<file path="src/nes_bus_consts.svh">
/*
 * NES bus core constants
 * Master clock divide ratio, register addresses and address region bounds
 */

`ifndef NES_BUS_CONSTS_SVH
`define NES_BUS_CONSTS_SVH

// Master clocks per CPU cycle
`define NES_CPU_DIV 12

// Sprite DMA page register and its destination
`define NES_OAM_DMA_REG  16'h4014
`define NES_OAM_DATA_REG 16'h2004

// Joypad ports, mapped inside the APU range
`define NES_JOY1_REG 16'h4016
`define NES_JOY2_REG 16'h4017

// PPU registers and their mirrors
`define NES_PPU_BASE 16'h2000
`define NES_PPU_END  16'h3FFF

// APU and I/O registers
`define NES_APU_BASE 16'h4000
`define NES_APU_END  16'h4017

// Serial data bits returned by each joypad read
`define NES_JOY_BITS 5

`endif
</file>
<file path="src/nes_bus_pkg.sv">
/*
 * NES bus core types
 * Bus address and data types plus the DMA, grant and region encodings
 */

package nes_bus_pkg;

	typedef logic [15:0] addr_t;  // CPU address space
	typedef logic [7:0]  data_t;

	// Sprite DMA sequencer, bit 0 set whenever the CPU is held
	typedef enum logic [1:0] {
		spr_idle = 2'b00,
		spr_wait = 2'b01,  // Triggered, waiting for a CPU read on an odd cycle
		spr_run  = 2'b11   // Read/write pairs in progress
	} spr_state_e;

	typedef enum logic {
		dmc_idle    = 1'b0,
		dmc_pending = 1'b1  // Sample fetch waits for the next even cycle
	} dmc_state_e;

	typedef enum logic {
		master_cpu = 1'b0,
		master_dma = 1'b1
	} bus_master_e;

	typedef enum logic [1:0] {
		region_mem = 2'b00,  // RAM and cartridge space
		region_ppu = 2'b01,
		region_apu = 2'b10,
		region_joy = 2'b11
	} region_e;

endpackage

</file>
<file path="src/nes_bus_core.sv">
/*
 * NES bus-mastering core
 * Clock divider, DMA controller, bus arbiter and I/O decoder around an
 * external CPU port and an external memory
 */

`timescale 1ns/1ps
`include "nes_bus_consts.svh"

module nes_bus_core (
	input  logic                     clk,
	input  logic                     reset,
	input  nes_bus_pkg::addr_t       cpu_addr,
	input  nes_bus_pkg::data_t       cpu_dout,
	input  logic                     cpu_rnw,
	input  logic                     dmc_trigger,
	input  nes_bus_pkg::addr_t       dmc_addr,
	input  nes_bus_pkg::data_t       mem_din,
	input  logic [`NES_JOY_BITS-1:0] joypad1_data,
	input  logic [`NES_JOY_BITS-1:0] joypad2_data,
	output logic                     cpu_ce,
	output nes_bus_pkg::data_t       cpu_din,
	output logic                     pause_cpu,
	output logic                     dmc_ack,
	output nes_bus_pkg::addr_t       mem_addr,
	output nes_bus_pkg::data_t       mem_dout,
	output logic                     mem_read,
	output logic                     mem_write,
	output logic [2:0]               joypad_out,
	output logic [1:0]               joypad_clock
);

	logic                 odd_cycle;
	nes_bus_pkg::addr_t   dma_addr;
	nes_bus_pkg::data_t   dma_data;
	logic                 dma_read;
	logic                 dma_active;
	nes_bus_pkg::addr_t   bus_addr;   // Address of the granted master
	nes_bus_pkg::data_t   bus_data;
	logic                 bus_read;
	logic                 bus_write;
	nes_bus_pkg::region_e region;

	clock_divider u_clock_divider (
		.clk       (clk),
		.reset     (reset),
		.cpu_ce    (cpu_ce),
		.odd_cycle (odd_cycle)
	);

	dma_controller u_dma_controller (
		.clk         (clk),
		.reset       (reset),
		.cpu_ce      (cpu_ce),
		.odd_cycle   (odd_cycle),
		.bus_addr    (bus_addr),
		.bus_write   (bus_write),
		.cpu_rnw     (cpu_rnw),
		.cpu_dout    (cpu_dout),
		.read_data   (cpu_din),    // DMA reads come back through the read mux
		.dmc_trigger (dmc_trigger),
		.dmc_addr    (dmc_addr),
		.dma_addr    (dma_addr),
		.dma_data    (dma_data),
		.dma_read    (dma_read),
		.dma_active  (dma_active),
		.dmc_ack     (dmc_ack),
		.pause_cpu   (pause_cpu)
	);

	bus_arbiter u_bus_arbiter (
		.cpu_ce     (cpu_ce),
		.cpu_addr   (cpu_addr),
		.cpu_dout   (cpu_dout),
		.cpu_rnw    (cpu_rnw),
		.dma_addr   (dma_addr),
		.dma_data   (dma_data),
		.dma_read   (dma_read),
		.dma_active (dma_active),
		.region     (region),
		.bus_addr   (bus_addr),
		.bus_data   (bus_data),
		.bus_read   (bus_read),
		.bus_write  (bus_write),
		.mem_addr   (mem_addr),
		.mem_dout   (mem_dout),
		.mem_read   (mem_read),
		.mem_write  (mem_write)
	);

	io_decoder u_io_decoder (
		.clk          (clk),
		.reset        (reset),
		.cpu_ce       (cpu_ce),
		.bus_addr     (bus_addr),
		.bus_data     (bus_data),
		.bus_read     (bus_read),
		.bus_write    (bus_write),
		.mem_din      (mem_din),
		.joypad1_data (joypad1_data),
		.joypad2_data (joypad2_data),
		.region       (region),
		.cpu_din      (cpu_din),
		.joypad_out   (joypad_out),
		.joypad_clock (joypad_clock)
	);

endmodule

</file>
<file path="src/io_decoder.sv">
/*
 * I/O decoder
 * Classifies bus addresses, handles the joypad strobe and clocks, keeps the
 * open-bus byte and muxes the data returned to the CPU
 */

`timescale 1ns/1ps
`include "nes_bus_consts.svh"

module io_decoder (
	input  logic                     clk,
	input  logic                     reset,
	input  logic                     cpu_ce,
	input  nes_bus_pkg::addr_t       bus_addr,
	input  nes_bus_pkg::data_t       bus_data,
	input  logic                     bus_read,
	input  logic                     bus_write,
	input  nes_bus_pkg::data_t       mem_din,
	input  logic [`NES_JOY_BITS-1:0] joypad1_data,
	input  logic [`NES_JOY_BITS-1:0] joypad2_data,
	output nes_bus_pkg::region_e     region,
	output nes_bus_pkg::data_t       cpu_din,
	output logic [2:0]               joypad_out,    // Strobe and expansion bits
	output logic [1:0]               joypad_clock   // One bit per port
);

	nes_bus_pkg::data_t       open_bus;  // Last byte seen on the data bus
	logic [`NES_JOY_BITS-1:0] joy_data;
	logic                     joy_rd;

	// Joypads take priority inside the APU range
	always_comb begin
		if (bus_addr == `NES_JOY1_REG || bus_addr == `NES_JOY2_REG)
			region = nes_bus_pkg::region_joy;
		else if (bus_addr >= `NES_PPU_BASE && bus_addr <= `NES_PPU_END)
			region = nes_bus_pkg::region_ppu;
		else if (bus_addr >= `NES_APU_BASE && bus_addr <= `NES_APU_END)
			region = nes_bus_pkg::region_apu;
		else
			region = nes_bus_pkg::region_mem;
	end

	assign joy_data = (bus_addr == `NES_JOY2_REG) ? joypad2_data : joypad1_data;
	assign joy_rd   = cpu_ce && bus_read && (region == nes_bus_pkg::region_joy);

	// Shift pulse for the port being read
	assign joypad_clock = {joy_rd && (bus_addr == `NES_JOY2_REG),
		joy_rd && (bus_addr == `NES_JOY1_REG)};

	always_comb begin
		if (bus_write) begin
			cpu_din = bus_data;  // Writer drives the bus
		end else begin
			case (region)
				nes_bus_pkg::region_joy: cpu_din = {open_bus[7:`NES_JOY_BITS], joy_data};
				nes_bus_pkg::region_mem: cpu_din = mem_din;
				default:                 cpu_din = open_bus;  // PPU/APU not modelled
			endcase
		end
	end

	always_ff @(posedge clk) begin
		if (cpu_ce)
			open_bus <= cpu_din;
	end

	// Strobe latch, low 3 bits of a 4016h write
	always_ff @(posedge clk) begin
		if (reset)
			joypad_out <= 3'b000;
		else if (cpu_ce && bus_write && bus_addr == `NES_JOY1_REG)
			joypad_out <= bus_data[2:0];
	end

endmodule

</file>
<file path="src/bus_arbiter.sv">
/*
 * Bus arbiter
 * Grants the shared bus to the CPU or the DMA controller and forms the
 * memory strobes for the granted access
 */

`timescale 1ns/1ps
`include "nes_bus_consts.svh"

module bus_arbiter (
	input  logic                  cpu_ce,
	input  nes_bus_pkg::addr_t    cpu_addr,
	input  nes_bus_pkg::data_t    cpu_dout,
	input  logic                  cpu_rnw,
	input  nes_bus_pkg::addr_t    dma_addr,
	input  nes_bus_pkg::data_t    dma_data,
	input  logic                  dma_read,
	input  logic                  dma_active,
	input  nes_bus_pkg::region_e  region,
	output nes_bus_pkg::addr_t    bus_addr,
	output nes_bus_pkg::data_t    bus_data,
	output logic                  bus_read,
	output logic                  bus_write,
	output nes_bus_pkg::addr_t    mem_addr,
	output nes_bus_pkg::data_t    mem_dout,
	output logic                  mem_read,
	output logic                  mem_write
);

	nes_bus_pkg::bus_master_e grant;

	// DMA wins whenever it asks, the CPU is paused by then
	assign grant = dma_active ? nes_bus_pkg::master_dma : nes_bus_pkg::master_cpu;

	always_comb begin
		if (grant == nes_bus_pkg::master_dma) begin
			bus_addr = dma_addr;
			bus_data = dma_data;
			bus_read = dma_read;
		end else begin
			bus_addr = cpu_addr;
			bus_data = cpu_dout;
			bus_read = cpu_rnw;
		end
	end

	assign bus_write = !bus_read;

	// External memory sees one strobe per CPU cycle
	assign mem_addr  = bus_addr;
	assign mem_dout  = bus_data;
	assign mem_read  = cpu_ce && bus_read && (region == nes_bus_pkg::region_mem);
	assign mem_write = cpu_ce && bus_write;  // Writes reach every region

	// DMA writes only ever target the OAM data port
	a_dma_write_oam: assert property (@(negedge cpu_ce)
		(mem_write && grant == nes_bus_pkg::master_dma) |->
		(mem_addr == `NES_OAM_DATA_REG));

endmodule

</file>
<file path="src/dma_controller.sv">
/*
 * Sprite and DMC DMA controller
 * Copies a 256-byte page to OAM on a 4014h write, serves DMC sample fetches
 * and holds the CPU while either is pending
 */

`timescale 1ns/1ps
`include "nes_bus_consts.svh"

module dma_controller (
	input  logic               clk,
	input  logic               reset,
	input  logic               cpu_ce,
	input  logic               odd_cycle,
	input  nes_bus_pkg::addr_t bus_addr,
	input  logic               bus_write,
	input  logic               cpu_rnw,
	input  nes_bus_pkg::data_t cpu_dout,    // Page number on a 4014h write
	input  nes_bus_pkg::data_t read_data,   // Byte returned on the bus
	input  logic               dmc_trigger,
	input  nes_bus_pkg::addr_t dmc_addr,
	output nes_bus_pkg::addr_t dma_addr,
	output nes_bus_pkg::data_t dma_data,
	output logic               dma_read,
	output logic               dma_active,  // DMA owns the bus this cycle
	output logic               dmc_ack,
	output logic               pause_cpu
);

	nes_bus_pkg::spr_state_e spr_state;
	nes_bus_pkg::dmc_state_e dmc_state;
	nes_bus_pkg::addr_t      spr_addr;  // Source pointer, page in the high byte
	nes_bus_pkg::data_t      spr_data;  // Held from the even read to the odd write
	logic                    oam_trigger;
	logic [8:0]              spr_next;  // Low byte plus carry out

	assign oam_trigger = bus_write && (bus_addr == `NES_OAM_DMA_REG);
	assign spr_next    = {1'b0, spr_addr[7:0]} + 9'd1;

	always_ff @(posedge clk) begin
		if (reset) begin
			spr_state <= nes_bus_pkg::spr_idle;
			dmc_state <= nes_bus_pkg::dmc_idle;
		end else if (cpu_ce) begin
			// DMC only halts the CPU during a read, and lands on an even cycle
			case (dmc_state)
				nes_bus_pkg::dmc_idle:
					if (dmc_trigger && cpu_rnw && !odd_cycle)
						dmc_state <= nes_bus_pkg::dmc_pending;
				default:
					if (!odd_cycle)
						dmc_state <= nes_bus_pkg::dmc_idle;  // Ack cycle done
			endcase

			case (spr_state)
				nes_bus_pkg::spr_idle:
					if (oam_trigger)
						spr_state <= nes_bus_pkg::spr_wait;
				nes_bus_pkg::spr_wait:
					if (cpu_rnw && odd_cycle)
						spr_state <= nes_bus_pkg::spr_run;  // First read on next even
				nes_bus_pkg::spr_run: begin
					if (!odd_cycle && dmc_ack)
						spr_state <= nes_bus_pkg::spr_wait;  // DMC stole the read slot
					else if (odd_cycle && spr_next[8])
						spr_state <= nes_bus_pkg::spr_idle;  // Last write of the page
				end
				default:
					spr_state <= nes_bus_pkg::spr_idle;
			endcase
		end
	end

	// Pointer and data latch
	always_ff @(posedge clk) begin
		if (cpu_ce) begin
			if (spr_state == nes_bus_pkg::spr_idle && oam_trigger)
				spr_addr <= {cpu_dout, 8'h00};
			else if (spr_state == nes_bus_pkg::spr_run && odd_cycle)
				spr_addr[7:0] <= spr_next[7:0];  // Advance after each write
			if (spr_state == nes_bus_pkg::spr_run && !odd_cycle && !dmc_ack)
				spr_data <= read_data;
		end
	end

	assign dmc_ack    = (dmc_state == nes_bus_pkg::dmc_pending) && !odd_cycle;
	assign dma_active = dmc_ack || (spr_state == nes_bus_pkg::spr_run);
	assign dma_read   = !odd_cycle;  // Reads even, writes odd
	assign dma_data   = spr_data;
	assign pause_cpu  = (spr_state != nes_bus_pkg::spr_idle) || dmc_trigger;

	always_comb begin
		if (dmc_ack)
			dma_addr = dmc_addr;
		else if (!odd_cycle)
			dma_addr = spr_addr;
		else
			dma_addr = `NES_OAM_DATA_REG;
	end

	// Acknowledge only while the requester still holds its request
	a_dmc_held: assert property (@(posedge clk) disable iff (reset)
		dmc_ack |-> dmc_trigger);

	// Low byte never wraps to zero while the transfer runs
	a_spr_nowrap: assert property (@(posedge clk) disable iff (reset)
		(spr_state == nes_bus_pkg::spr_run && $changed(spr_addr[7:0])) |->
		(spr_addr[7:0] != 8'h00));

endmodule

</file>
<file path="src/clock_divider.sv">
/*
 * CPU clock generator
 * Divides the master clock into a one-clock CPU enable and tracks cycle parity
 */

`timescale 1ns/1ps
`include "nes_bus_consts.svh"

module clock_divider (
	input  logic clk,
	input  logic reset,
	output logic cpu_ce,     // One master clock wide
	output logic odd_cycle   // 1 = odd CPU cycle, 0 = even
);

	localparam int CNT_W = $clog2(`NES_CPU_DIV);

	logic [CNT_W-1:0] div_cnt;

	// Enable on the last count of each CPU cycle
	assign cpu_ce = (div_cnt == CNT_W'(`NES_CPU_DIV - 1));

	always_ff @(posedge clk) begin
		if (reset) begin
			div_cnt <= '0;
		end else if (cpu_ce) begin
			div_cnt <= '0;  // Wrap
		end else begin
			div_cnt <= div_cnt + 1'b1;
		end
	end

	// Parity starts odd so the first DMA read lands one cycle later
	always_ff @(posedge clk) begin
		if (reset)
			odd_cycle <= 1'b1;
		else if (cpu_ce)
			odd_cycle <= ~odd_cycle;
	end

	// Next enable follows exactly one CPU cycle later
	a_ce_period: assert property (@(posedge clk) disable iff (reset)
		cpu_ce |-> ##(`NES_CPU_DIV) cpu_ce);

endmodule

</file>
<file path="config.mk">
export PLATFORM = sky130hd
export DESIGN_NAME = nes_bus_core
export DESIGN_NICKNAME = d
export VERILOG_FILES = /design/src/nes_bus_pkg.sv /design/src/nes_bus_core.sv /design/src/io_decoder.sv /design/src/bus_arbiter.sv /design/src/dma_controller.sv /design/src/clock_divider.sv
export VERILOG_INCLUDE_DIRS = /design/src /design/src/src
export SDC_FILE = /design/constraint.sdc
export NUM_CORES = 1
export LEC_CHECK = 0
export ABC_AREA = 1
export BUFFER_PORTS_ARGS = -buffer_cell sky130_fd_sc_hd__buf_2
export CORE_ASPECT_RATIO = 0.75
export CORE_MARGIN = 2
export CORE_UTILIZATION = 54
export CTS_BUF_LIST = sky130_fd_sc_hd__clkbuf_16
export CTS_CLUSTER_DIAMETER = 60
export CTS_CLUSTER_SIZE = 24
export DETAILED_ROUTE_END_ITERATION = 10
export PLACE_DENSITY = 0.92
export SLEW_MARGIN = 15
export SYNTH_ARGS = -nofsm -noshare
export SYNTH_HDL_FRONTEND = slang
export SYNTH_SLANG_ARGS = --single-unit
</file>
<file path="constraint.sdc">
create_clock -name clk -period 3.95 [get_ports clk]
set_input_delay 0.395 -clock clk [delete_from_list [all_inputs] [get_ports clk]]
set_output_delay 0.395 -clock clk [all_outputs]
set_load 0.005 [all_outputs]
</file>
==> impl_metrics.tcl <==
set metrics [dict create \
    fp.dieW_microns 89.01 \
    setup_viol 0 \
    synth_area_sq_um 2927 \
    synthFlopType "edfxtp_1" \
    slowest_delay_ns 0.57 \
    grt_pass1_vias 2921 \
    synth_edf_count 32 \
    dp_hpwl_microns 6595 \
    antenna_found_initial 0 \
    detail_route.vias_per_cell 5.467 \
    hold_class "in2reg" \
    slew_violations 0 \
    met1_usage 0.3658 \
    maxCapViolCount 0 \
    insertion_delay_ns 0.29 \
    areaGrowthSynthToFinish_pct 24.63 \
    firstDrtPassIters 6 \
    post-route-min-period_ns 3.587 \
    wirelength_microns 8720 \
    grt_busiest_layer "met2" \
    peakVddDrop_uv 268.1 \
    critPathBufInv 5 \
    core_area_sq_um 5295 \
    syn_nets 465 \
    grtUsageMet3 0.08557 \
    skew_ns 0.007956 \
    slowest_stage "dfxtp_1" \
    via_count 3187 \
    htreeDepth 2 \
    min_from "cpu_dout[4]" \
    grt_remaining_overflow 0 \
    regToRegEndpoint "u_dma_controller.spr_addr[15]" \
    instances_no_fill 583 \
    fill_cells 462 \
    final_hold_viol_count 0 \
    avgSynthCellArea_sq_um 7.298 \
    path_cells "inv_2 > nand2_2 > nand2_2 > inv_1 > nand2_1 > nand2_1 > inv_1 > nand2_1 > nor2_1 > nand2_1 > nor2_1 > nor2_2 > nand3_1 > nand3_1 > nand2_1 > inv_1 > buf_2" \
    cts_tree "built" \
    worst_pin_slew_ns 0.7968 \
    leakagePower_uw 0.001820 \
    ys_ff_latch 43 \
    critical_path_class "reg2out" \
    cp.depth 17 \
    worstPathArrival_ns 3.19 \
    worst-endpoint-required_ns 3.56 \
    rrSetupSlack_ns 0.54 \
    postSynthCellCount 401 \
    drive_gt1_frac 0.3031 \
    cts_setup_buffers 0 \
    ys_types 33 \
    yosysMostFrequentCell "nand2_1" \
    crit_top_cell "nand2_1" \
    crit_family "simple AND/OR/NAND/NOR gates" \
    min_to "u_dma_controller.spr_addr[12]" \
    dp_cells 575 \
    synth_area_leaders "edfxtp_1 33%, nand2_1 12%, nand3_1 9.7%, inv_1 7.8%, dfxtp_1 7.5%" \
    fin_setup_tns_ns 0 \
    yosysTopAreaCell "edfxtp_1" \
    slew_headroom 0.4668 \
    dieHeight_microns 67.76 \
    drt.antenna.violating_nets 0 \
    io_pins 104 \
    status "finished, final reports clean" \
    ff2ff_path_depth 12 \
    path_max_fanout 20 \
    end_kind "output pin" \
    post_drt_wl_per_cell_microns 14.96 \
    min_path_cells 1 \
    synth-seq-area-share 0.4036 \
    r2r_start "u_clock_divider.odd_cycle" \
    grt.total_usage 0.2955 \
    port-buffer-count 103 \
    ys.warnings.count 0 \
    fin_nets 571 \
    rsz0062_at_grt "no" \
    async_reset_ff_frac 0 \
    cts_made_buffers 5 \
    dr.first_iter.drc_count 318 \
    yosysTopAreaCellShare 0.3283 \
    cts_root_buf "clkbuf_16" \
    grt_max_degree 21 \
    row_count 23 \
    finalCritPeriodShare 0.9080 \
    drcViolationCount 0 \
    gp_congestion 0.9155 \
    max_clock_freq_mhz 278.8 \
    diodes 0 \
    start_util 0.5527 \
    clock_path_buffers 2 \
    dieArea_sq_um 6031 \
    clk_pin_slew_worst_paths_ns 0.06 \
    clock-sinks 43 \
    p_per_area_nw_per_um2 285.3 \
    met2_usage 0.4841 \
    grt_pass1_wl_microns 13440 \
    crit_path_start_kind "register" \
    synthTopCellsByCount "95 x nand2_1, 61 x inv_1, 57 x nand3_1, 49 x nor2_1, 32 x edfxtp_1" \
]
## sequential cells by signal, summed over array words and instances, names as in the netlist
signal                      flops
u_io_decoder.open_bus           8
u_io_decoder.joypad_out         3
u_dma_controller.dmc_state      1
u_dma_controller.spr_state      2
u_clock_divider.odd_cycle       1
u_clock_divider.div_cnt         4
u_dma_controller.spr_addr      16
u_dma_controller.dma_data       8
## cells in the final DEF, fill, tap and decap left out, types with 7 or more instances in the layout
| cell type | instances |
|---|---|
| buf_2 | 103 |
| nand2_2 | 7 |
| inv_1 | 61 |
| nand3_1 | 57 |
| edfxtp_1 | 32 |
| nand2_1 | 94 |
| a21oi_1 | 16 |
| or2_2 | 8 |
| dfxtp_1 | 11 |
| nand4_1 | 7 |
| nor2_1 | 48 |
## worst register-to-register path: stages, from the launching register on
cell,delay (ns)
dfxtp_1,0.57
inv_2,0.12
nand2_2,0.34
nand2_2,0.26
nand3_1,0.16
nand2_1,0.10
nor2_1,0.12
nand2_1,0.09
nor2_4,0.19
nand4_2,0.20
nor2_4,0.27
inv_2,0.06
nor2_1,0.55
## power breakdown
part / internal, uW / total, uW / switching (uW)
sequential: 487 / 489 / 1.50
clock: 236 / 415 / 179
combinational: 59.9 / 137 / 76.9
## cells by family after synthesis
| family | share of synthesized area |
|---|---|
| AND/OR/NAND/NOR | 0.3963 |
| buffers and inverters | 0.1107 |
| flip-flops | 0.4036 |
| AO/OA/AOI/OAI | 0.05558 |
| XOR/XNOR | 0.01496 |
| multiplexers | 0.01026 |
| adder cells (fa/ha/maj) | 0.008549 |
## worst max path at each step
stage | from | end | slack (ns)
final | u_clock_divider.odd_cycle | cpu_din[2] | 0.36
after global routing | u_clock_divider.odd_cycle | cpu_din[2] | 0.07
after CTS | u_clock_divider.odd_cycle | cpu_din[2] | 0.21
after detailed placement | u_clock_divider.odd_cycle | u_dma_controller.spr_addr[14] | 0.50
after global placement | u_clock_divider.odd_cycle | u_dma_controller.spr_addr[10] | 0.78
after floorplan | u_clock_divider.odd_cycle | u_dma_controller.spr_addr[0] | 1.44
## per-layer routing
| metal | routed length, microns | share of wire |
|---|---|---|
| met4 | 277 | 0.032 |
| met2 | 3900 | 0.45 |
| met1 | 3529 | 0.40 |
| met5 | 0 | 0 |
| met3 | 1013 | 0.12 |
## per-stage QoR
step / utilization / power (uW) / hold slack (ns) / instance area (sq um) / worst slack [ns]
3_3_place_gp: 0.6597 / 627.8 / 0.4312 / 3493 / 0.7776
2_1_floorplan: - / 564.8 / 0.4176 / 2927 / 1.441
3_5_place_dp: 0.6597 / 632.1 / 0.4448 / 3493 / 0.4993
6_report: 0.6888 / 1041 / 0.3041 / 3647 / 0.3633
4_1_cts: 0.6879 / 1040 / 0.3002 / 3642 / 0.2115
5_1_grt: 0.6888 / 1069 / 0.3031 / 3647 / 0.06926
## area by class of cell
type / count / area (sq um) / share of cell area
multi-input combinational: 283 / 1426 / 0.3911
tap: 75 / 93.84 / 0.02573
clock inverter: 3 / 23.77 / 0.006518
timing repair buffer: 107 / 545.5 / 0.1496
inverter: 67 / 251.5 / 0.06895
clock buffer: 5 / 125.1 / 0.03431
sequential: 43 / 1181 / 0.3238
## timing repair
item,in CTS,in global routing
hold buffers,0,0
gates resized for setup,0,2
endpoints found under the setup margin,0,5
hold endpoints to repair,0,0
No activity file was read; power rests on OpenSTA's default activity.
